===== config.mk =====
export PLATFORM = sky130hd
export DESIGN_NAME = fft_tribuf_top
export DESIGN_NICKNAME = d
export VERILOG_FILES = /design/src/verilog/fft_tribuf_pkg.sv /design/src/verilog/bank_bus_if.sv /design/src/verilog/fft_tribuf_top.sv /design/src/verilog/frame_bank.sv /design/src/verilog/stream_capture.sv /design/src/verilog/tribuf_rotation.sv
export VERILOG_INCLUDE_DIRS = /design/src /design/src/verilog
export SDC_FILE = /design/constraint.sdc
export NUM_CORES = 2
export LEC_CHECK = 0
export BUFFER_PORTS_ARGS = -buffer_cell sky130_fd_sc_hd__buf_2
export CAP_MARGIN = 25
export CORE_MARGIN = 2
export CORE_UTILIZATION = 41
export CTS_CLUSTER_DIAMETER = 30
export DETAILED_ROUTE_END_ITERATION = 10
export SLEW_MARGIN = 40
export SYNTH_ARGS = -nofsm -noshare
export SYNTH_HDL_FRONTEND = slang
export SYNTH_SLANG_ARGS = --single-unit

===== constraint.sdc =====
create_clock -name clk -period 12.1 [get_ports clk]
set_clock_uncertainty 0.1 [all_clocks]
set_input_delay 0.605 -clock clk [delete_from_list [all_inputs] [get_ports clk]]
set_output_delay 0.605 -clock clk [all_outputs]
set_load 0.05 [all_outputs]

===== src/verilog/fft_tribuf_settings.svh =====
// fft triple buffer settings for frame length, sample width and bit-width field
`ifndef FFT_TRIBUF_SETTINGS_SVH
`define FFT_TRIBUF_SETTINGS_SVH

// log2 of the frame length
`define FFT_N 4

// one real or imaginary part
`define FFT_DW 16

// holds a bit width up to FFT_DW
`define FFT_BWDW 5

`endif


===== src/verilog/fft_tribuf_pkg.sv =====
// fft triple buffer types shared by capture, rotation and banks
`default_nettype none
`include "fft_tribuf_settings.svh"

package fft_tribuf_pkg;

   // one signed part of a complex sample
   typedef logic signed [`FFT_DW-1:0] sample_t;

   // stored word, imag in the upper half
   typedef logic [2*`FFT_DW-1:0] cword_t;

   typedef logic [`FFT_N-1:0] addr_t;

   // signed bit width of a value or a frame
   typedef logic [`FFT_BWDW-1:0] bw_t;

   // bank role rotation
   typedef enum logic [1:0] {
      PHASE_0,
      PHASE_1,
      PHASE_2
   } phase_t;

   typedef enum logic [1:0] {
      IBUF_IDLE   = 2'd0,
      IBUF_STREAM = 2'd1,
      IBUF_FULL   = 2'd2
   } ibuf_state_t;

endpackage

`default_nettype wire


===== src/verilog/bank_bus_if.sv =====
// bank bus carrying the write and read ports of one frame bank
`timescale 1ns/1ps
`default_nettype none

interface bank_bus_if;

   logic                   we;
   fft_tribuf_pkg::addr_t  waddr;
   fft_tribuf_pkg::cword_t wdata;
   fft_tribuf_pkg::addr_t  raddr;
   fft_tribuf_pkg::cword_t rdata;

   // routing side
   modport ctrl (
      output we,
      output waddr,
      output wdata,
      output raddr,
      input  rdata
   );

   // memory side
   modport bank (
      input  we,
      input  waddr,
      input  wdata,
      input  raddr,
      output rdata
   );

endinterface

`default_nettype wire


===== src/verilog/fft_tribuf_top.sv =====
// fft triple buffer top joining stream capture, bank rotation and three frame banks
`timescale 1ns/1ps
`default_nettype none

module fft_tribuf_top (
   input  wire                              clk,
   input  wire                              rst,
   input  wire                              run_req,
   input  wire                              in_valid,
   input  wire fft_tribuf_pkg::sample_t     in_real,
   input  wire fft_tribuf_pkg::sample_t     in_imag,
   input  wire                              dma_en,
   input  wire fft_tribuf_pkg::addr_t       dma_addr,
   output wire                              run_ack,
   output wire fft_tribuf_pkg::ibuf_state_t ibuf_state,
   output wire fft_tribuf_pkg::sample_t     dma_real,
   output wire fft_tribuf_pkg::sample_t     dma_imag,
   output wire fft_tribuf_pkg::bw_t         frame_bw
);

   wire                         rotate;
   wire                         wr_en;
   wire fft_tribuf_pkg::addr_t  wr_addr;
   wire fft_tribuf_pkg::cword_t wr_data;
   wire fft_tribuf_pkg::bw_t    frame_bw_cap;

   bank_bus_if bank_bus0 ();
   bank_bus_if bank_bus1 ();
   bank_bus_if bank_bus2 ();

   stream_capture stream_capture_inst (
      .clk          (clk),
      .rst          (rst),
      .rotate       (rotate),
      .in_valid     (in_valid),
      .in_real      (in_real),
      .in_imag      (in_imag),
      .ibuf_state   (ibuf_state),
      .wr_en        (wr_en),
      .wr_addr      (wr_addr),
      .wr_data      (wr_data),
      .frame_bw_cap (frame_bw_cap)
   );

   tribuf_rotation tribuf_rotation_inst (
      .clk          (clk),
      .rst          (rst),
      .run_req      (run_req),
      .wr_en        (wr_en),
      .wr_addr      (wr_addr),
      .wr_data      (wr_data),
      .frame_bw_cap (frame_bw_cap),
      .dma_en       (dma_en),
      .dma_addr     (dma_addr),
      .run_ack      (run_ack),
      .rotate       (rotate),
      .dma_real     (dma_real),
      .dma_imag     (dma_imag),
      .frame_bw     (frame_bw),
      .bank0        (bank_bus0.ctrl),
      .bank1        (bank_bus1.ctrl),
      .bank2        (bank_bus2.ctrl)
   );

   frame_bank frame_bank0_inst (
      .clk (clk),
      .bus (bank_bus0.bank)
   );

   frame_bank frame_bank1_inst (
      .clk (clk),
      .bus (bank_bus1.bank)
   );

   frame_bank frame_bank2_inst (
      .clk (clk),
      .bus (bank_bus2.bank)
   );

endmodule

`default_nettype wire


===== src/verilog/frame_bank.sv =====
// frame bank holding one frame of complex words, synchronous write, registered read
`timescale 1ns/1ps
`default_nettype none
`include "fft_tribuf_settings.svh"

module frame_bank (
   input wire       clk,
   bank_bus_if.bank bus
);

   localparam int DEPTH = 1 << `FFT_N;

   fft_tribuf_pkg::cword_t mem [0:DEPTH-1];

   always_ff @(posedge clk) begin
      if (bus.we) begin
         mem[bus.waddr] <= bus.wdata;
      end
   end

   // read every cycle, word appears one cycle later
   always_ff @(posedge clk) begin
      bus.rdata <= mem[bus.raddr];
   end

endmodule

`default_nettype wire


===== src/verilog/stream_capture.sv =====
// stream capture writing one frame in bit-reversed order and tracking its bit width
`timescale 1ns/1ps
`default_nettype none
`include "fft_tribuf_settings.svh"

module stream_capture (
   input  wire                          clk,
   input  wire                          rst,
   input  wire                          rotate,
   input  wire                          in_valid,
   input  wire fft_tribuf_pkg::sample_t in_real,
   input  wire fft_tribuf_pkg::sample_t in_imag,
   output fft_tribuf_pkg::ibuf_state_t  ibuf_state,
   output logic                         wr_en,
   output fft_tribuf_pkg::addr_t        wr_addr,
   output fft_tribuf_pkg::cword_t       wr_data,
   output fft_tribuf_pkg::bw_t          frame_bw_cap
);

   fft_tribuf_pkg::ibuf_state_t state;
   fft_tribuf_pkg::ibuf_state_t state_next;
   fft_tribuf_pkg::addr_t       count;
   fft_tribuf_pkg::bw_t         real_bw;
   fft_tribuf_pkg::bw_t         imag_bw;
   fft_tribuf_pkg::bw_t         sample_bw;
   fft_tribuf_pkg::bw_t         max_bw;
   logic                        last;

   // smallest two's complement width that holds v, 0 and -1 give 1
   function automatic fft_tribuf_pkg::bw_t bit_width(fft_tribuf_pkg::sample_t v);
      logic [`FFT_DW-1:0]  mag;
      fft_tribuf_pkg::bw_t w;
      mag = v[`FFT_DW-1] ? ~v : v;
      w = fft_tribuf_pkg::bw_t'(1);
      for (int i = 0; i < `FFT_DW - 1; i++) begin
         if (mag[i]) begin
            w = fft_tribuf_pkg::bw_t'(i + 2);
         end
      end
      return w;
   endfunction

   //////////////////////////////////////////////////////////////////////
   // capture state machine
   //////////////////////////////////////////////////////////////////////

   assign ibuf_state = state;
   assign wr_en      = in_valid && (state == fft_tribuf_pkg::IBUF_STREAM);
   assign last       = wr_en && (count == '1);

   always_comb begin
      state_next = state;
      case (state)
         fft_tribuf_pkg::IBUF_IDLE: begin
            state_next = fft_tribuf_pkg::IBUF_STREAM;
         end
         fft_tribuf_pkg::IBUF_STREAM: begin
            if (last) begin
               state_next = fft_tribuf_pkg::IBUF_FULL;
            end
         end
         fft_tribuf_pkg::IBUF_FULL: begin
            state_next = fft_tribuf_pkg::IBUF_FULL;
         end
         default: begin
            state_next = fft_tribuf_pkg::IBUF_IDLE;
         end
      endcase
      // new frame starts at every rotation
      if (rotate) begin
         state_next = fft_tribuf_pkg::IBUF_STREAM;
      end
   end

   //////////////////////////////////////////////////////////////////////
   // address and frame bit width
   //////////////////////////////////////////////////////////////////////

   always_comb begin
      for (int i = 0; i < `FFT_N; i++) begin
         wr_addr[i] = count[`FFT_N-1-i];
      end
   end

   assign wr_data = {in_imag, in_real};

   assign real_bw   = bit_width(in_real);
   assign imag_bw   = bit_width(in_imag);
   assign sample_bw = (real_bw > imag_bw) ? real_bw : imag_bw;

   // includes a sample written on the rotate edge itself
   assign frame_bw_cap = (wr_en && (sample_bw > max_bw)) ? sample_bw : max_bw;

   always_ff @(posedge clk) begin
      if (rst) begin
         state  <= fft_tribuf_pkg::IBUF_IDLE;
         count  <= '0;
         max_bw <= '0;
      end else begin
         state <= state_next;
         if (rotate) begin
            count  <= '0;
            max_bw <= '0;
         end else if (wr_en) begin
            count  <= count + 1'b1;
            max_bw <= frame_bw_cap;
         end
      end
   end

endmodule

`default_nettype wire


===== src/verilog/tribuf_rotation.sv =====
// triple buffer rotation with run handshake, bank role routing and dma readout
`timescale 1ns/1ps
`default_nettype none

module tribuf_rotation (
   input  wire                          clk,
   input  wire                          rst,
   input  wire                          run_req,
   input  wire                          wr_en,
   input  wire fft_tribuf_pkg::addr_t   wr_addr,
   input  wire fft_tribuf_pkg::cword_t  wr_data,
   input  wire fft_tribuf_pkg::bw_t     frame_bw_cap,
   input  wire                          dma_en,
   input  wire fft_tribuf_pkg::addr_t   dma_addr,
   output logic                         run_ack,
   output logic                         rotate,
   output fft_tribuf_pkg::sample_t      dma_real,
   output fft_tribuf_pkg::sample_t      dma_imag,
   output fft_tribuf_pkg::bw_t          frame_bw,
   bank_bus_if.ctrl                     bank0,
   bank_bus_if.ctrl                     bank1,
   bank_bus_if.ctrl                     bank2
);

   fft_tribuf_pkg::phase_t phase;
   logic [2:0]             cap_sel;
   logic [2:0]             rd_sel;
   logic [2:0]             rd_sel_q;
   fft_tribuf_pkg::bw_t    hold_bw;
   fft_tribuf_pkg::cword_t rd_word;

   //////////////////////////////////////////////////////////////////////
   // run handshake and phase
   //////////////////////////////////////////////////////////////////////

   // high for the single cycle before ack rises
   assign rotate = run_req && !run_ack;

   always_ff @(posedge clk) begin
      if (rst) begin
         run_ack <= 1'b0;
      end else if (rotate) begin
         run_ack <= 1'b1;
      end else if (!run_req) begin
         run_ack <= 1'b0;
      end
   end

   always_ff @(posedge clk) begin
      if (rst) begin
         phase <= fft_tribuf_pkg::PHASE_0;
      end else if (rotate) begin
         case (phase)
            fft_tribuf_pkg::PHASE_0: phase <= fft_tribuf_pkg::PHASE_1;
            fft_tribuf_pkg::PHASE_1: phase <= fft_tribuf_pkg::PHASE_2;
            default:                 phase <= fft_tribuf_pkg::PHASE_0;
         endcase
      end
   end

   // capture = phase, readout = phase+1, hold = phase+2 (mod 3)
   always_comb begin
      case (phase)
         fft_tribuf_pkg::PHASE_0: begin
            cap_sel = 3'b001;
            rd_sel  = 3'b010;
         end
         fft_tribuf_pkg::PHASE_1: begin
            cap_sel = 3'b010;
            rd_sel  = 3'b100;
         end
         default: begin
            cap_sel = 3'b100;
            rd_sel  = 3'b001;
         end
      endcase
   end

   //////////////////////////////////////////////////////////////////////
   // bank routing
   //////////////////////////////////////////////////////////////////////

   // hold bank sees neither selector and stays parked
   assign bank0.we    = wr_en && cap_sel[0];
   assign bank0.waddr = cap_sel[0] ? wr_addr : '0;
   assign bank0.wdata = wr_data;
   assign bank0.raddr = (dma_en && rd_sel[0]) ? dma_addr : '0;

   assign bank1.we    = wr_en && cap_sel[1];
   assign bank1.waddr = cap_sel[1] ? wr_addr : '0;
   assign bank1.wdata = wr_data;
   assign bank1.raddr = (dma_en && rd_sel[1]) ? dma_addr : '0;

   assign bank2.we    = wr_en && cap_sel[2];
   assign bank2.waddr = cap_sel[2] ? wr_addr : '0;
   assign bank2.wdata = wr_data;
   assign bank2.raddr = (dma_en && rd_sel[2]) ? dma_addr : '0;

   // remember which bank the read went to, survives a rotate on the same edge
   always_ff @(posedge clk) begin
      if (rst) begin
         rd_sel_q <= 3'b000;
      end else if (dma_en) begin
         rd_sel_q <= rd_sel;
      end
   end

   always_comb begin
      if (rd_sel_q[0]) begin
         rd_word = bank0.rdata;
      end else if (rd_sel_q[1]) begin
         rd_word = bank1.rdata;
      end else begin
         rd_word = bank2.rdata;
      end
   end

   assign {dma_imag, dma_real} = rd_word;

   // frame bit width moves with its bank: capture -> hold -> readout
   always_ff @(posedge clk) begin
      if (rst) begin
         hold_bw  <= '0;
         frame_bw <= '0;
      end else if (rotate) begin
         hold_bw  <= frame_bw_cap;
         frame_bw <= hold_bw;
      end
   end

endmodule

`default_nettype wire

* Yosys cells after proc, flatten, opt, wreduce, memory -nomap -nowiden *
Memories as Yosys holds them, arrays and structs flattened. A register that Yosys moved wholly into a read port is not among the register bits.
Cells that the tools add are included.

storage, ports and cells
  bits in registers = 26
  RAM bits = 1536
  output and inout bits = 40
  memories = 3

cells by class
  add/sub/neg operators = 1
  order comparisons = 2
  eq/ne operators = 7
  mux-type cells = 56
  bitwise gates (word level) = 2
  reductions and logical operators = 14

memories
  memory                words  bits a word  rd ports  clocked after Yosys merged registers in  write ports  RTL line          RTL
  frame_bank0_inst.mem  16     32           1         1                                        1            frame_bank.sv:13  fft_tribuf_pkg::cword_t mem [0:DEPTH-1];
  frame_bank1_inst.mem  16     32           1         1                                        1            frame_bank.sv:13
  frame_bank2_inst.mem  16     32           1         1                                        1            frame_bank.sv:13

operators with widths
  cell                 count
  $mux 4               22
  $mux 32              2
  $mux 15              2
  $not 15->15          2
  $mux 3               8
  $mux 5               4
  $pmux 3 s2           2
  $gt 5x5->1           2
  $logic_and 1x1->1    10
  $mux 2               5
  $mux 1               9
  $pmux 2 s3           1
  $add 4x1->4 const B  1
  $eq 2x1->1 const B   2
  $eq 4x4->1 const B   1
  $logic_not 2->1      2
  $ne 2x1->1 const B   2
  $pmux 2 s2           1
  $ne 3x2->1 const B   1
  $eq 2x2->1 const B   1
  $reduce_or 2->1      1
  $logic_not 1->1      1

* Logic depth before layout (Yosys ltp) *
  depth in word-level cells = 22
  depth in mapped cells = 24

* Modules after synthesis *
A second synthesis with hierarchy kept.

second synthesis, totals
  cell total of the unflattened synthesis = 3051
  area total of the unflattened synthesis = 63460.9 sq um

by module, submodules not included
  module           times used  cells each  area an instance (sq um)  sequential area each (sq um)
  frame_bank       3           838         19854.0                   16015.4
  tribuf_rotation  1           296         2145.8                    300.3
  stream_capture   1           241         1752.9                    220.2

* Worst setup path before layout *
No wires, ideal clock.

  path type = register -> register
  from = register stream_capture_inst.state[0], in the netlist stream_capture_inst.ibuf_state[0]
  to = memory frame_bank0_inst.mem[0][0] in the netlist's numbering, enable pin
  arrival time = 4.659 ns
  required time = 11.498 ns
  slack = 6.839 ns
  stages on the path, launching flop included = 6
  period minus slack after synthesis = 5.261 ns
  path through = dfxtp_1 ha_1 and2_1 clkbuf_1 nand2_1 nor4_1

on the way
  word-level cells in the longest chain between the ends = 5

RTL lines
  item                          RTL line               RTL
  start, declared               stream_capture.sv:20   fft_tribuf_pkg::ibuf_state_t state;
  start signal, assigned        stream_capture.sv:96   state <= fft_tribuf_pkg::IBUF_IDLE;
  start signal, assigned        stream_capture.sv:100  state <= state_next;
  $eq 2x1->1                    stream_capture.sv:48   assign wr_en = in_valid && (state == fft_tribuf_pkg::IBUF_STREAM);
  $logic_and 1x1->1             stream_capture.sv:48
  $logic_and 1x1->1             tribuf_rotation.sv:84  assign bank0.we = wr_en && cap_sel[0];
  $mux 1                        frame_bank.sv:16       if (bus.we) begin
  $mux 1 (implied by the code)  frame_bank.sv:17       mem[bus.waddr] <= bus.wdata;
  end, declared                 frame_bank.sv:13

Every way passes these cells.

* Final worst setup path *
  from = input port in_real[5]
  to = register tribuf_rotation_inst.hold_bw[2]

on the way
  word-level cells in the longest chain between the ends = 17

RTL lines
  item                   RTL line                RTL
  start, declared        fft_tribuf_top.sv:10    input wire fft_tribuf_pkg::sample_t in_real,
  $not 15->15            stream_capture.sv:33    mag = v[`FFT_DW-1] ? ~v : v;
  $mux 15 *              stream_capture.sv:33
  $mux 3 *               stream_capture.sv:36    if (mag[i]) begin
  $mux 4 * (8 in a row)  stream_capture.sv:36
  $mux 5 *               stream_capture.sv:36
  $gt 5x5->1             stream_capture.sv:89    assign sample_bw = (real_bw > imag_bw) ? real_bw : imag_bw;
  $mux 5 *               stream_capture.sv:89
  $gt 5x5->1             stream_capture.sv:92    assign frame_bw_cap = (wr_en && (sample_bw > max_bw)) ? sample_bw : max_bw;
  $logic_and 1x1->1      stream_capture.sv:92
  $mux 5 *               stream_capture.sv:92
  end signal, assigned   tribuf_rotation.sv:126  hold_bw <= frame_bw_cap;
  end, declared          tribuf_rotation.sv:29   fft_tribuf_pkg::bw_t hold_bw;

Mark *: on every way between the ends. The rest lies on a longest branch, timed or not.
A chain may end at the register's enable or synchronous reset.

==> flow_metrics.py <==
metrics = {
    "cells_and_area": {
        "final_nets": 4732,
        "syn_to_final_growth_pct": 23.5,
        "seq_area_sq_um": 48600,
        "layout_common_cells": "1536 x edfxtp_1, 853 x nand2_1, 345 x clkbuf_16",
        "final_common_cell": "edfxtp_1",
        "fillCellCount": 12700,
        "multiInputGateArea_sq_um": 14000,
        "drive_gt1_share_pct": 16.6,
    },
    "global_routing": {
        "grt_use_total_pct": 23.3,
        "grt_pass1_wl_um": 270000,
        "gr-total-overflow": 0,
        "grt_pass1_vias": 40200,
        "grt_max_degree": 163,
        "antenna_found_initial": 11,
    },
    "synthesis": {
        "synth-edff-count": 1536,
        "synth-async-reset-ratio_pct": 0,
        "ys_types": 62,
        "synth-simple-area-share_pct": 9.05,
        "ys.flop_type": "edfxtp_1",
        "synth_compound_area_share_pct": 11.2,
        "yosys.area_share.xor_xnor_pct": 0.0808,
        "syn_avg_cell_area_sq_um": 14.3,
        "synthAdderAreaFrac_pct": 0.256,
        "yosysWarnings": 0,
        "synth_nets": 4496,
        "synthMuxAreaShare_pct": 0.635,
        "seq_area_frac_synth_pct": 76.5,
        "netlist_area_sq_um": 63500,
        "syn_inst": 4442,
        "ys_ff_latch": 1658,
        "synth_top_family_by_area": "compound AO/OA/AOI/OAI gates",
    },
    "timing": {
        "tightestPinTransition_ns": 0.912,
        "fin_tns_setup_ns": 0,
        "fin_crit_ns": 5.09,
        "clock.fmax_ghz": 0.196,
        "hold_viol": 0,
        "period_share_pct": 42.1,
        "finalSetupViolCount": 0,
        "rsz0062_at_grt": "false",
        "worst_hold_slack_ns": 0.0456,
        "slew_viol_final": 0,
        "max-slew-margin-rel_pct": 38.8,
    },
    "setup_path": {
        "r2r-start": "tribuf_rotation_inst.phase[0]",
        "cp-start-kind": "input port",
        "crit_arrival_ns": 5.78,
        "crit_path_cell_trace": "buf_2 > buf_4 > nand3_1 > a31oi_1 > o21ai_1 > a221o_1 > a221oi_2 > nor2_1 > ha_1 > a21oi_1 > o21ai_0 > o21ai_2 > o211ai_1 > o31ai_1 > ha_1 > nor2b_1 > o21a_1 > o21a_1 > o21ai_0 > a221oi_4 > mux2i_1 > o21ai_1 > and2_1",
        "critPathSlowestCell": "a221oi_4",
        "crit_buf_inv": 2,
        "worst_setup_path_end_kind": "flip-flop",
        "path_delay_family": "compound AO/OA/AOI/OAI gates",
        "critPathMaxStageDelay_ns": 0.47,
        "worstPathMaxFanout": 31,
        "worstSetupPathType": "input port to flip-flop",
        "r2r-end": "frame_bank1_inst.bus.rdata[17]",
        "reg2reg_depth": 10,
        "r2r_slack_ns": 7.66,
        "required_ns": 12.79,
    },
    "worst_hold_path": {
        "hp-class": "input port to flip-flop",
        "min_to": "frame_bank2_inst.mem[10][30]",
        "holdPathStages": 1,
        "worstHoldStart": "in_imag[14]",
    },
    "floorplan": {
        "start_util_pct": 41.3,
        "dieHeight_um": 397,
        "coreArea_sq_um": 154000,
        "rows": 144,
        "design.die.area_sq_um": 158000,
        "io_pins": 81,
        "die_w_um": 397,
    },
    "clock_network": {
        "postCtsSetupBuffers": 0,
        "cts_sinks": 1658,
        "tritoncts": "done",
        "path_clk_slew_ns": 0.05,
        "cts_root_buffer": "clkbuf_16",
        "clock_latency_ns": 0.91,
        "cts_made_buffers": 339,
        "cts_buffer_depth": 4,
        "cts_htree_levels": 5,
    },
    "routing": {
        "drtIter0Drc": 4219,
        "vias_per_cell": 5.78,
        "wl_per_cell_um": 26.6,
        "drcViolationCount": 0,
        "totalWireLength_um": 186000,
        "antenna_left": 0,
        "drt-pass1-iter-count": 6,
        "vias": 40400,
    },
    "status": {
        "status": "finished clean",
    },
    "placed_design": {
        "io_buffers": 80,
        "hpwl_um": 91400,
        "gp_congestion": 0.814,
    },
    "pwr": {
        "peakVddDrop_uv": 155,
        "p_per_area_nw_per_um2": 210,
        "p_leak_nw": 25.8,
    },
    "job": {
        "cap_violations": 0,
    },
}
==> worst max-delay path by stage <==
stage	endpoint	slack [ns]	start	depth (start not counted)
3_5_place_dp	tribuf_rotation_inst.hold_bw[2]	6.23	in_real[5]	23
4_1_cts	tribuf_rotation_inst.hold_bw[2]	7.14	in_real[5]	23
5_1_grt	tribuf_rotation_inst.hold_bw[0]	6.60	in_real[5]	22
3_3_place_gp	tribuf_rotation_inst.hold_bw[2]	6.21	in_real[5]	23
2_1_floorplan	frame_bank0_inst.mem[0][0]	6.84	stream_capture_inst.ibuf_state[0]	5
6_report	tribuf_rotation_inst.hold_bw[2]	7.01	in_real[5]	23
==> metal layers <==
layer | routed length (um) | vias to the layer above | GRT usage [%]
li1 | - | 17700 | -
met1 | 77800 | 20400 | 32.1
met2 | 84100 | 1853 | 35.8
met3 | 17500 | 373 | 5.60
met4 | 6290 | 8 | 9.05
met5 | 56 | - | 0
==> stage by stage <==
stage | area (sq um) | worst slack, ns | util (%) | power, mW | std cells
finish | 78400 | 7.01 | 50.9 | 16.4 | 6989
global route | 78400 | 6.60 | 50.9 | 16.9 | 6984
CTS | 78300 | 7.14 | 50.9 | 16.5 | 6983
detailed placement | 66700 | 6.23 | 43.3 | 7.14 | 6376
global placement | 66500 | 6.21 | 43.2 | 7.13 | 6371
floorplan | 63500 | 6.84 | - | 6.82 | 4442
==> synth_stat cells, drive strengths merged, types with 5 or more instances <==
cell	number	area share, %
nor2	196	1.2
o221ai	65	0.90
buf	129	1.0
nor3	40	0.32
a211oi	193	2.3
nand2	853	5.0
dfxtp	122	3.8
a311oi	128	1.8
edfxtp	1536	73
and3	11	0.11
o22ai	130	1.3
a21oi	154	1.2
nand4	5	0.059
nor2b	139	1.4
ha	13	0.26
o211ai	69	0.82
mux2i	38	0.60
or2	7	0.069
clkbuf	185	1.1
nand2b	6	0.059
a31oi	225	2.2
nand3	84	0.67
inv	17	0.10
and2	6	0.059
o21ai	46	0.37
==> sequential cells by signal, summed over array words and instances, names as in the netlist <==
signal                          flops
tribuf_rotation_inst.hold_bw        5
frame_bank0_inst.bus.rdata         32
frame_bank0_inst.mem              512
stream_capture_inst.ibuf_state      2
frame_bank2_inst.mem              512
tribuf_rotation_inst.run_ack        1
stream_capture_inst.count           4
tribuf_rotation_inst.rd_sel_q       2
frame_bank1_inst.bus.rdata         32
stream_capture_inst.max_bw          5
tribuf_rotation_inst.frame_bw       5
frame_bank2_inst.bus.rdata         32
frame_bank1_inst.mem              512
tribuf_rotation_inst.phase          2
==> where the power goes <==
group	switching, mW	internal [mW]
Combinational	0.522	0.166
Clock	2.93	6.47
Sequential	0.0325	6.33
Total	3.48	13.0
==> area by class of cell <==
| class | count | share of cell area, % |
|---|---|---|
| Clock buffer | 403 | 11.5 |
| Timing Repair Buffer | 209 | 1.96 |
| Inverter | 17 | 0.0814 |
| Multi-Input combinational cell | 2453 | 17.9 |
| Tap cell | 2044 | 3.26 |
| Clock inverter | 200 | 3.32 |
| Antenna cell | 5 | 0.0160 |
| Sequential cell | 1658 | 62.0 |
==> kinds of logic (layout without fill, tap and decap cells) <==
logic type	Yosys count	in the layout
mux	40	40
flops	1658	1658
xor+xnor	5	5
compound gates	1036	1036
fa+ha+maj	13	13
buf+inv	331	829
simple gates	1359	1359
other cells	0	5
==> repair_timing <==
action | CTS | global route
hold buffers | 4 | 0
resized for setup | 0 | 0
endpoints found under the hold margin | 14 | 0
endpoints found under the setup margin | 0 | 0
No activity file was read; power rests on OpenSTA's default activity.
